$ cat config.mk
export PLATFORM = sky130hd
export DESIGN_NAME = ucpd_bmc_phy
export DESIGN_NICKNAME = d
export VERILOG_FILES = /design/src/logic/ucpd_timing_pkg.sv /design/src/logic/ucpd_phy_pkg.sv /design/src/logic/cc_rx_frontend.sv /design/src/logic/ui_trainer.sv /design/src/logic/bmc_bit_decoder.sv /design/src/logic/bmc_encoder.sv /design/src/logic/ucpd_bmc_phy.sv
export SDC_FILE = /design/constraint.sdc
export NUM_CORES = 1
export LEC_CHECK = 0
export ABC_AREA = 1
export BUFFER_PORTS_ARGS = -buffer_cell sky130_fd_sc_hd__buf_2
export CAP_MARGIN = 10
export CORE_MARGIN = 2
export CORE_UTILIZATION = 48
export CTS_BUF_LIST = sky130_fd_sc_hd__clkbuf_8
export CTS_CLUSTER_SIZE = 8
export DETAILED_ROUTE_END_ITERATION = 6
export GPL_TIMING_DRIVEN = 0
export SLEW_MARGIN = 0
export SYNTH_ARGS = -nofsm -noshare
export SYNTH_HDL_FRONTEND = slang
export SYNTH_HIERARCHICAL = 1
export SYNTH_SLANG_ARGS = --single-unit
$ cat constraint.sdc
create_clock -name ucpd_clk -period 3.75 [get_ports ucpd_clk]
set_input_delay 0.375 -clock ucpd_clk [delete_from_list [all_inputs] [get_ports ucpd_clk]]
set_output_delay 0.375 -clock ucpd_clk [all_outputs]
set_load 0.02 [all_outputs]
$ cat src/logic/ucpd_timing_pkg.sv
package ucpd_timing_pkg;

  // ------------------------------
  // interval counters
  // ------------------------------

  // width of every edge interval counter
  localparam int cnt_w = 11;

  // one interval count, in ucpd_clk cycles
  typedef logic [cnt_w-1:0] ui_cnt_t;

  // ------------------------------
  // preamble averaging
  // ------------------------------

  // one-UI estimates summed before lock
  localparam int avg_samples = 16;
  localparam int avg_cnt_w   = 4;

  // sum of 16 estimates, with headroom
  typedef logic [19:0] ui_sum_t;

  // threshold = sum * 3 >> 6
  // same as three quarters of the average
  localparam int thresh_num   = 3;
  localparam int thresh_shift = 6;

  // cc input synchronizer depth
  localparam int sync_stages = 2;

endpackage

$ cat src/logic/ucpd_phy_pkg.sv
package ucpd_phy_pkg;

  // ------------------------------
  // preamble training
  // ------------------------------

  // capture covers three intervals, A B C
  typedef enum logic [1:0] {
    train_idle    = 2'd0,
    train_capture = 2'd1,
    train_average = 2'd2,
    train_locked  = 2'd3
  } train_state_t;

  // ------------------------------
  // rxfilte field
  // ------------------------------

  // set means no glitch filter at all
  localparam int rxfilte_bypass_bit = 0;
  // set = 2-sample OR, clear = 3-sample OR
  localparam int rxfilte_short_bit  = 1;

  // glitch filter shift register length
  localparam int filt_depth = 3;

endpackage

$ cat src/logic/cc_rx_frontend.sv
module cc_rx_frontend (
  input  logic       ucpd_clk,
  input  logic       ic_rst_n,
  input  logic       cc_in,
  input  logic [1:0] rxfilte,
  input  logic       phy_rx_en,
  output logic       cc_level,
  output logic       cc_edge_q
);

  logic [ucpd_timing_pkg::sync_stages-1:0] sync_sr;
  logic [ucpd_phy_pkg::filt_depth-1:0]     filt_sr;
  logic                                    sync_out;
  logic                                    filt_short;
  logic                                    filt_long;
  logic                                    filt_nxt;
  logic                                    cc_edge;
  logic                                    cc_edge_vld;

  // ------------------------------
  // synchronizer
  // ------------------------------
  // cc_in is fully async to ucpd_clk
  always_ff @(posedge ucpd_clk or negedge ic_rst_n) begin
    if (!ic_rst_n) begin
      sync_sr <= '0;
    end else begin
      sync_sr <= {sync_sr[ucpd_timing_pkg::sync_stages-2:0], cc_in};
    end
  end

  assign sync_out = sync_sr[ucpd_timing_pkg::sync_stages-1];

  // ------------------------------
  // glitch filter
  // ------------------------------
  always_ff @(posedge ucpd_clk or negedge ic_rst_n) begin
    if (!ic_rst_n) begin
      filt_sr <= '0;
    end else begin
      filt_sr <= {filt_sr[ucpd_phy_pkg::filt_depth-2:0], sync_out};
    end
  end

  // OR of recent samples swallows short lows
  // rising edges pass through undelayed
  assign filt_short = |filt_sr[1:0];
  assign filt_long  = |filt_sr;

  // bypass still takes the first tap, so latency is the same for rises
  assign filt_nxt = rxfilte[ucpd_phy_pkg::rxfilte_bypass_bit] ? filt_sr[0] :
                    rxfilte[ucpd_phy_pkg::rxfilte_short_bit]  ? filt_short :
                                                                 filt_long;

  // ------------------------------
  // edge detect
  // ------------------------------
  assign cc_edge = filt_nxt ^ cc_level;

  // level and gated edge line up on the same cycle
  always_ff @(posedge ucpd_clk or negedge ic_rst_n) begin
    if (!ic_rst_n) begin
      cc_level  <= 1'b0;
      cc_edge_q <= 1'b0;
    end else begin
      cc_level  <= filt_nxt;
      cc_edge_q <= cc_edge & cc_edge_vld;
    end
  end

  // first edge only arms the flag, later ones pass
  always_ff @(posedge ucpd_clk or negedge ic_rst_n) begin
    if (!ic_rst_n) begin
      cc_edge_vld <= 1'b0;
    end else if (!phy_rx_en) begin
      cc_edge_vld <= 1'b0;
    end else if (cc_edge) begin
      cc_edge_vld <= 1'b1;
    end
  end

endmodule

$ cat src/logic/ui_trainer.sv
module ui_trainer #(
  parameter int cnt_width = ucpd_timing_pkg::cnt_w
) (
  input  logic                 ucpd_clk,
  input  logic                 ic_rst_n,
  input  logic                 cc_level,
  input  logic                 cc_edge_q,
  input  logic                 rx_pre_en,
  input  logic                 receive_en,
  output logic [cnt_width-1:0] ui_threshold,
  output logic                 train_locked
);

  localparam int sum_w = $bits(ucpd_timing_pkg::ui_sum_t);

  ucpd_phy_pkg::train_state_t                     state;
  logic [cnt_width-1:0]                           hi_cnt;
  logic [cnt_width-1:0]                           lo_cnt;
  logic [cnt_width-1:0]                           run_len;
  logic [cnt_width-1:0]                           ui_a;
  logic [cnt_width-1:0]                           ui_b;
  logic [cnt_width-1:0]                           ui_c;
  logic [cnt_width+1:0]                           abc_sum;
  logic [cnt_width-1:0]                           ui_est;
  logic [1:0]                                     cap_idx;
  logic                                           cap_full;
  logic                                           triple_ok;
  logic                                           triple_slip;
  logic                                           training;
  logic [ucpd_timing_pkg::avg_cnt_w-1:0]          avg_cnt;
  logic                                           avg_done;
  ucpd_timing_pkg::ui_sum_t                       ui_sum;
  logic [sum_w+1:0]                               thr_prod;

  assign training = (state == ucpd_phy_pkg::train_capture) ||
                    (state == ucpd_phy_pkg::train_average);

  assign train_locked = (state == ucpd_phy_pkg::train_locked);

  // ------------------------------
  // run-length counters
  // ------------------------------
  // cc_level already holds the new level on an edge,
  // so the finished run is the opposite counter
  assign run_len = cc_level ? lo_cnt : hi_cnt;

  always_ff @(posedge ucpd_clk or negedge ic_rst_n) begin
    if (!ic_rst_n) begin
      hi_cnt <= '0;
      lo_cnt <= '0;
    end else if (cc_level) begin
      lo_cnt <= '0;
      // saturate on long idle
      if (hi_cnt != '1) begin
        hi_cnt <= hi_cnt + 1'b1;
      end
    end else begin
      hi_cnt <= '0;
      if (lo_cnt != '1) begin
        lo_cnt <= lo_cnt + 1'b1;
      end
    end
  end

  // ------------------------------
  // triple capture
  // ------------------------------
  // preamble 0101 gives full, half, half intervals
  // good: full first or full last; full in the middle is off by one
  assign triple_ok   = ((ui_c > ui_a) && (ui_c > ui_b)) ||
                       ((ui_a > ui_b) && (ui_a > ui_c));
  assign triple_slip = (ui_b > ui_a) && (ui_b > ui_c);

  assign abc_sum = ui_a + ui_b + ui_c;

  always_ff @(posedge ucpd_clk or negedge ic_rst_n) begin
    if (!ic_rst_n) begin
      cap_idx  <= 2'd0;
      cap_full <= 1'b0;
    end else if (!training) begin
      cap_idx  <= 2'd0;
      cap_full <= 1'b0;
    end else begin
      cap_full <= 1'b0;
      if (cap_full && triple_slip) begin
        // restart one interval later, C becomes the new A
        cap_idx <= 2'd1;
      end else if (cc_edge_q) begin
        cap_idx  <= (cap_idx == 2'd2) ? 2'd0 : cap_idx + 2'd1;
        cap_full <= (cap_idx == 2'd2);
      end
    end
  end

  always_ff @(posedge ucpd_clk) begin
    if (training && cap_full && triple_slip) begin
      ui_a <= ui_c;
    end else if (training && cc_edge_q) begin
      case (cap_idx)
        2'd0:    ui_a <= run_len;
        2'd1:    ui_b <= run_len;
        default: ui_c <= run_len;
      endcase
    end
    // two halves plus one full = 2 UI
    if (cap_full && triple_ok) begin
      ui_est <= abc_sum[cnt_width:1];
    end
  end

  // ------------------------------
  // training FSM and averaging
  // ------------------------------
  assign thr_prod = (sum_w+2)'(ui_sum) * (sum_w+2)'(ucpd_timing_pkg::thresh_num);

  always_ff @(posedge ucpd_clk or negedge ic_rst_n) begin
    if (!ic_rst_n) begin
      state        <= ucpd_phy_pkg::train_idle;
      avg_cnt      <= '0;
      avg_done     <= 1'b0;
      ui_sum       <= '0;
      ui_threshold <= '0;
    end else begin
      case (state)
        ucpd_phy_pkg::train_idle: begin
          if (rx_pre_en) begin
            state <= ucpd_phy_pkg::train_capture;
          end
        end
        ucpd_phy_pkg::train_capture: begin
          if (!rx_pre_en) begin
            state <= ucpd_phy_pkg::train_idle;
          end else if (cap_full && triple_ok) begin
            state    <= ucpd_phy_pkg::train_average;
            avg_cnt  <= '0;
            avg_done <= 1'b0;
            ui_sum   <= '0;
          end
        end
        ucpd_phy_pkg::train_average: begin
          if (!rx_pre_en) begin
            state <= ucpd_phy_pkg::train_idle;
          end else if (avg_done) begin
            // full sum settled last cycle
            ui_threshold <= cnt_width'(thr_prod >> ucpd_timing_pkg::thresh_shift);
            state        <= ucpd_phy_pkg::train_locked;
          end else if (cc_edge_q) begin
            // estimate keeps refreshing from later triples
            ui_sum  <= ui_sum + ucpd_timing_pkg::ui_sum_t'(ui_est);
            avg_cnt <= avg_cnt + 1'b1;
            if (avg_cnt == ucpd_timing_pkg::avg_cnt_w'(ucpd_timing_pkg::avg_samples - 1)) begin
              avg_done <= 1'b1;
            end
          end
        end
        default: begin
          // hold threshold through the packet
          if (!rx_pre_en && !receive_en) begin
            state        <= ucpd_phy_pkg::train_idle;
            ui_threshold <= '0;
          end
        end
      endcase
    end
  end

endmodule

$ cat src/logic/bmc_bit_decoder.sv
module bmc_bit_decoder #(
  parameter int cnt_width = ucpd_timing_pkg::cnt_w
) (
  input  logic                 ucpd_clk,
  input  logic                 ic_rst_n,
  input  logic                 cc_edge_q,
  input  logic [cnt_width-1:0] ui_threshold,
  input  logic                 train_locked,
  input  logic                 phy_rx_en,
  input  logic                 eop_ok,
  input  logic                 hrst_vld,
  input  logic                 crst_vld,
  input  logic                 rx_idle_en,
  output logic                 decode_bmc,
  output logic                 receive_en
);

  logic [cnt_width-1:0] data_cnt;
  logic                 one_flag;
  logic                 short_int;
  logic                 rx_stop;
  logic                 locked_d;

  assign rx_stop   = eop_ok | rx_idle_en;
  // below 3/4 UI means a half-bit
  assign short_int = data_cnt < ui_threshold;

  // ------------------------------
  // interval counter
  // ------------------------------
  // counts from 1 so the value on an edge is the interval length
  always_ff @(posedge ucpd_clk or negedge ic_rst_n) begin
    if (!ic_rst_n) begin
      data_cnt <= '0;
      one_flag <= 1'b0;
    end else if (rx_stop || !receive_en) begin
      data_cnt <= '0;
      one_flag <= 1'b0;
    end else if (cc_edge_q) begin
      data_cnt <= cnt_width'(1);
      // halves pair up, a long run resyncs the pairing
      if (short_int) begin
        one_flag <= ~one_flag;
      end else begin
        one_flag <= 1'b0;
      end
    end else if (data_cnt != '1) begin
      data_cnt <= data_cnt + 1'b1;
    end
  end

  // ------------------------------
  // bit decision
  // ------------------------------
  // first short half leaves the output alone
  always_ff @(posedge ucpd_clk or negedge ic_rst_n) begin
    if (!ic_rst_n) begin
      decode_bmc <= 1'b0;
    end else if (rx_stop) begin
      decode_bmc <= 1'b0;
    end else if (receive_en && cc_edge_q) begin
      if (!short_int) begin
        decode_bmc <= 1'b0;
      end else if (one_flag) begin
        decode_bmc <= 1'b1;
      end
    end
  end

  // ------------------------------
  // receive enable
  // ------------------------------
  always_ff @(posedge ucpd_clk or negedge ic_rst_n) begin
    if (!ic_rst_n) begin
      locked_d <= 1'b0;
    end else begin
      locked_d <= train_locked;
    end
  end

  // set on lock rise only, so a stop is not undone while lock lingers
  always_ff @(posedge ucpd_clk or negedge ic_rst_n) begin
    if (!ic_rst_n) begin
      receive_en <= 1'b0;
    end else if (eop_ok || hrst_vld || crst_vld || rx_idle_en) begin
      receive_en <= 1'b0;
    end else if (train_locked && !locked_d && phy_rx_en) begin
      receive_en <= 1'b1;
    end
  end

endmodule

$ cat src/logic/bmc_encoder.sv
module bmc_encoder (
  input  logic ucpd_clk,
  input  logic ic_rst_n,
  input  logic bmc_en,
  input  logic tx_bit,
  input  logic bit_clk_red,
  input  logic hbit_clk_red,
  output logic cc_out
);

  logic toggle;

  // ------------------------------
  // BMC transmit
  // ------------------------------
  // a zero flips only at bit start,
  // a one also flips mid-bit, and the half strobe covers both
  assign toggle = tx_bit ? hbit_clk_red : bit_clk_red;

  always_ff @(posedge ucpd_clk or negedge ic_rst_n) begin
    if (!ic_rst_n) begin
      cc_out <= 1'b0;
    end else if (!bmc_en) begin
      // line parks low between messages
      cc_out <= 1'b0;
    end else if (toggle) begin
      cc_out <= ~cc_out;
    end
  end

endmodule

$ cat src/logic/ucpd_bmc_phy.sv
module ucpd_bmc_phy #(
  parameter int cnt_width = ucpd_timing_pkg::cnt_w
) (
  input  logic       ucpd_clk,
  input  logic       ic_rst_n,
  input  logic       cc_in,
  input  logic [1:0] rxfilte,
  input  logic       phy_rx_en,
  input  logic       rx_pre_en,
  input  logic       eop_ok,
  input  logic       hrst_vld,
  input  logic       crst_vld,
  input  logic       rx_idle_en,
  input  logic       bmc_en,
  input  logic       tx_bit,
  input  logic       bit_clk_red,
  input  logic       hbit_clk_red,
  output logic       cc_out,
  output logic       decode_bmc,
  output logic       receive_en
);

  logic                 cc_level;
  logic                 cc_edge_q;
  logic [cnt_width-1:0] ui_threshold;
  logic                 train_locked;

  // ------------------------------
  // receive chain
  // ------------------------------
  cc_rx_frontend u_cc_rx_frontend (
    .ucpd_clk  (ucpd_clk),
    .ic_rst_n  (ic_rst_n),
    .cc_in     (cc_in),
    .rxfilte   (rxfilte),
    .phy_rx_en (phy_rx_en),
    .cc_level  (cc_level),
    .cc_edge_q (cc_edge_q)
  );

  // UI measured over the preamble
  ui_trainer #(
    .cnt_width (cnt_width)
  ) u_ui_trainer (
    .ucpd_clk     (ucpd_clk),
    .ic_rst_n     (ic_rst_n),
    .cc_level     (cc_level),
    .cc_edge_q    (cc_edge_q),
    .rx_pre_en    (rx_pre_en),
    .receive_en   (receive_en),
    .ui_threshold (ui_threshold),
    .train_locked (train_locked)
  );

  bmc_bit_decoder #(
    .cnt_width (cnt_width)
  ) u_bmc_bit_decoder (
    .ucpd_clk     (ucpd_clk),
    .ic_rst_n     (ic_rst_n),
    .cc_edge_q    (cc_edge_q),
    .ui_threshold (ui_threshold),
    .train_locked (train_locked),
    .phy_rx_en    (phy_rx_en),
    .eop_ok       (eop_ok),
    .hrst_vld     (hrst_vld),
    .crst_vld     (crst_vld),
    .rx_idle_en   (rx_idle_en),
    .decode_bmc   (decode_bmc),
    .receive_en   (receive_en)
  );

  // ------------------------------
  // transmit
  // ------------------------------
  bmc_encoder u_bmc_encoder (
    .ucpd_clk     (ucpd_clk),
    .ic_rst_n     (ic_rst_n),
    .bmc_en       (bmc_en),
    .tx_bit       (tx_bit),
    .bit_clk_red  (bit_clk_red),
    .hbit_clk_red (hbit_clk_red),
    .cc_out       (cc_out)
  );

endmodule

==> results.md <==
* Status: complete, no violations
* Hold endpoint: u_bmc_bit_decoder/receive_en
* Die Area at 20,000 µm²
* Sequential fraction of the synthesis area at 37.8%
* Syn_nets at 1,250
* Top delay family on crit path: simple AND/OR/NAND/NOR gates
* GP Congestion at 0.819
* Reg clk slew, reported paths at 80 ps
* Distinct cells, synth at 52
* Most frequent cell after synthesis: nand2_1
* Fraction of layout cells with a size suffix above 1 at 9.85%
* Stages on worst setup path at 8
* Crit-path cells: ha_1 -> nand2_1 -> nor2_1 -> nand3_1 -> nand3_1 -> nand4_2 -> buf_2 -> nand2_1
* Peak supply drop at 0.000278 V
* Warnings, synthesis at 6
* RSZ-0062 raised after global routing: false
* GRT Resource Usage Total at 21.3%
* Rows at 50
* Part of the power in registers at 41.0%
* Critical Path Sink Type: register
* Combinational power share at 30.1%
* CTS max path bufs at 2
* Routed wire length per instance at 14.3 µm
* Fillers at 1,789
* Highest clock rate at 374 MHz
* Top cells by area, synth: dfrtp_1, edfxtp_1, nand2_1
* Final-report hold violation count at 0
* DRC viols at 0
* DRT antenna net count at 0
* Clock Skew at 13.5 ps
* Seq cells post-synth at 128
* Synth top area share at 23.2%
* Clock sinks at 128
* Clock root buffer: clkbuf_8
* Layout Nets at 1,289
* Async set-reset flop share out of synthesis at 65.6%
* Psw at 1490 µW
* Initial Utilization at 48.8%
* Dominant synthesized flop cell: dfrtp_1
* Area taken by multi-input logic gates at 4930 µm²
* Gates resized, CTS repair at 0
* Sum Neg Setup Slack at 0 ps
* Routed Wire Length at 20.3 mm
* Period utilization at 71.4%
* Drt pass-1 iters at 5
* Via count at 7,279
* Most frequent cells after synthesis: nand2_1, inv_1, nor2_1, ha_1, dfrtp_1
* Post-synthesis cell area at 9060 µm²
* Number of global-route vias before repair at 7,068
* Syn avg cell area at 7.97 µm²
* Worst EP arrival at 2760 ps
* Internal Dissipation at 2580 µW
* Max Cap Viol at 0
* Syn Inst Count at 1,136
* Worst R2R Setup Slack at 1070 ps
* Fin Hold WS at 139 ps
* Number of flops mapped to enable cells by yosys at 44
* Post-detail-place hpwl at 15.6 mm
* CP Data Required Time at 3840 ps
* DIE HEIGHT at 141 µm
* Worst-Skew Late Latency at 450 ps
* Worst slew margin at 48.6%
* Crit path kind: reg2reg
* Largest net degree at the start of global routing at 60
* Net Sw Frac at 36.7%
* TritonCTS clock tree: built
* Initial DRC Count at 361
* Worst slack at placement at 1060 ps
* Register Area at 3420 µm²
* H-tree depth at 4
* Endpoints failing setup at 0
* Final min period at 2680 ps
* Reg-to-Reg End: u_ui_trainer/ui_a[7]
* Slowest stage cell on the critical path: nand2_1
* Critical Path Fanout Max at 11
* Final antenna diode count at 0
* Core ar. at 18,600 µm²
* Share of power burned in the clock network at 28.9%
* Initial antenna violation count at 0
* Placed Area at 9470 µm²
* Area grow syn2layout at 9.06%
* HP Class: in2reg
* Finished Cell Area at 9880 µm²
* Reg2reg path depth at 8
* Final Max Tran Viols at 0
* Cell taking the most area after synthesis: dfrtp_1
* CP bufs+invs at 1
* Top Ports at 18
* CTS buffer count at 17
* DIE WIDTH at 141 µm
* Crit Reg-Reg Startpoint: u_ui_trainer/ui_b[10]
* Port Buffers at 17
* Worst path max stage delay at 470 ps
* Fin worst setup slack at 1070 ps
* Power Density at 413 nW/µm²
* Beginning of the worst hold path: crst_vld
* CP Launch Type: register
* Vias/cell at 5.12
* Leakage at 0.00489 µW
* Grt total ovfl at 0
* First-pass GRT wire length at 33.9 mm
* Worst slew pin tran at 764 ps
* Hold path depth at 4
[registers in the layout, summed over array words and instances, names as in the netlist, 2 cells and up]
name,cells
u_ui_trainer/avg_cnt,4
u_cc_rx_frontend/filt_sr,3
u_ui_trainer/ui_a,11
u_ui_trainer/state,2
u_ui_trainer/cap_idx,2
u_ui_trainer/ui_b,11
u_cc_rx_frontend/sync_sr,2
u_ui_trainer/ui_threshold,11
u_ui_trainer/ui_c,11
u_ui_trainer/lo_cnt,11
u_ui_trainer/ui_sum,17
u_bmc_bit_decoder/data_cnt,11
u_ui_trainer/ui_est,11
u_ui_trainer/hi_cnt,11
[worst max path at each step]
stage | startpoint | end | slack (ps)
finish | u_ui_trainer/ui_b[10] | u_ui_trainer/ui_a[7] | 1070
detailed placement | u_ui_trainer/ui_b[10] | u_ui_trainer/ui_a[4] | 1060
CTS | u_ui_trainer/ui_b[10] | u_ui_trainer/ui_a[1] | 1030
floorplan | u_ui_trainer/ui_a[3] | u_ui_trainer/ui_est[7] | 1370
global placement | u_ui_trainer/ui_b[10] | u_ui_trainer/ui_a[4] | 1060
global route | u_ui_trainer/ui_b[10] | u_ui_trainer/ui_a[1] | 850
[tightest hold or removal path, cell delays in order]
cell     delay (ps)
buf_2            70
nor2_1           30
nand2_1          50
a21oi_1          30
[per-stage QoR]
stage | total power [µW] | util, % | instances
final | 4080 | 53.2 | 1422
after floorplan | 2590 | - | 1136
after detailed placement | 2920 | 50.9 | 1388
after CTS | 4120 | 53.2 | 1422
after global routing | 4360 | 53.2 | 1422
after global placement | 2910 | 50.8 | 1387
[layout make-up]
cell class | instances | share of cell area, %
clock buffer | 21 | 2.93
multi-input combinational | 835 | 49.9
inverter | 155 | 6.08
clock inverter | 11 | 1.05
timing repair buffer | 20 | 1.37
buffer | 18 | 1.06
tap | 234 | 2.96
sequential | 128 | 34.7
[placed cells by master, fill, tap and decap left out, drive strengths merged]
master | synthesis | final
o21ai | 67 | 67
nand3 | 63 | 63
o21a | 1 | 1
a21oi | 63 | 63
a31oi | 5 | 5
nand2 | 323 | 323
nor2 | 100 | 100
o21bai | 2 | 2
xnor2 | 8 | 8
nand4 | 41 | 41
nor3 | 17 | 17
and2 | 2 | 2
dlygate4sd3 | 0 | 2
xor2 | 11 | 11
a211oi | 3 | 3
or2 | 3 | 3
nand3b | 11 | 11
o31ai | 3 | 3
dfrtp | 84 | 84
and3 | 1 | 1
buf | 10 | 28
o22ai | 1 | 1
clkbuf | 8 | 29
nor4 | 1 | 1
fa | 12 | 12
bufinv | 1 | 2
a21o | 6 | 6
o2111ai | 1 | 1
a21boi | 2 | 2
edfxtp | 44 | 44
clkinv | 2 | 4
inv | 152 | 157
clkinvlp | 0 | 3
nor3b | 1 | 1
ha | 87 | 87
[what timing repair did]
item | 4_1_cts | 5_1_grt
hold buffers | 2 | 0
endpoints found under the hold margin | 26 | 0
setup buffers | 0 | 0
[metal layers]
metal | wire (µm) | global-route usage (%) | share of wire, % | up-vias
li1 | - | - | - | 3833
met1 | 9740 | 27.8 | 48 | 3356
met2 | 9730 | 36.6 | 48 | 71
met3 | 474 | 3.78 | 2.3 | 19
met4 | 325 | 6.11 | 1.6 | 0
met5 | 0 | 0 | 0 | -
[cell families after synthesis]
logic type               after synthesis  synth area share (%)
buffers and inverters                173                  7.79
AO/OA/AOI/OAI                        154                  9.18
XOR/XNOR                              19                  1.84
AND/OR/NAND/NOR                      563                  28.7
flip-flops                           128                  37.8
adder cells (fa/ha/maj)               99                  14.7
[power by group through the flow]
| stage | registers, µW | logic [µW] | clock network (µW) |
|---|---|---|---|
| after floorplan | 1660 | 923 | 0 |
| after global placement | 1700 | 1210 | 0 |
| after detailed placement | 1700 | 1210 | 0 |
| after CTS | 1670 | 1230 | 1220 |
| after global routing | 1690 | 1400 | 1270 |
| final | 1670 | 1230 | 1180 |
No activity file was read; power rests on OpenSTA's default activity.
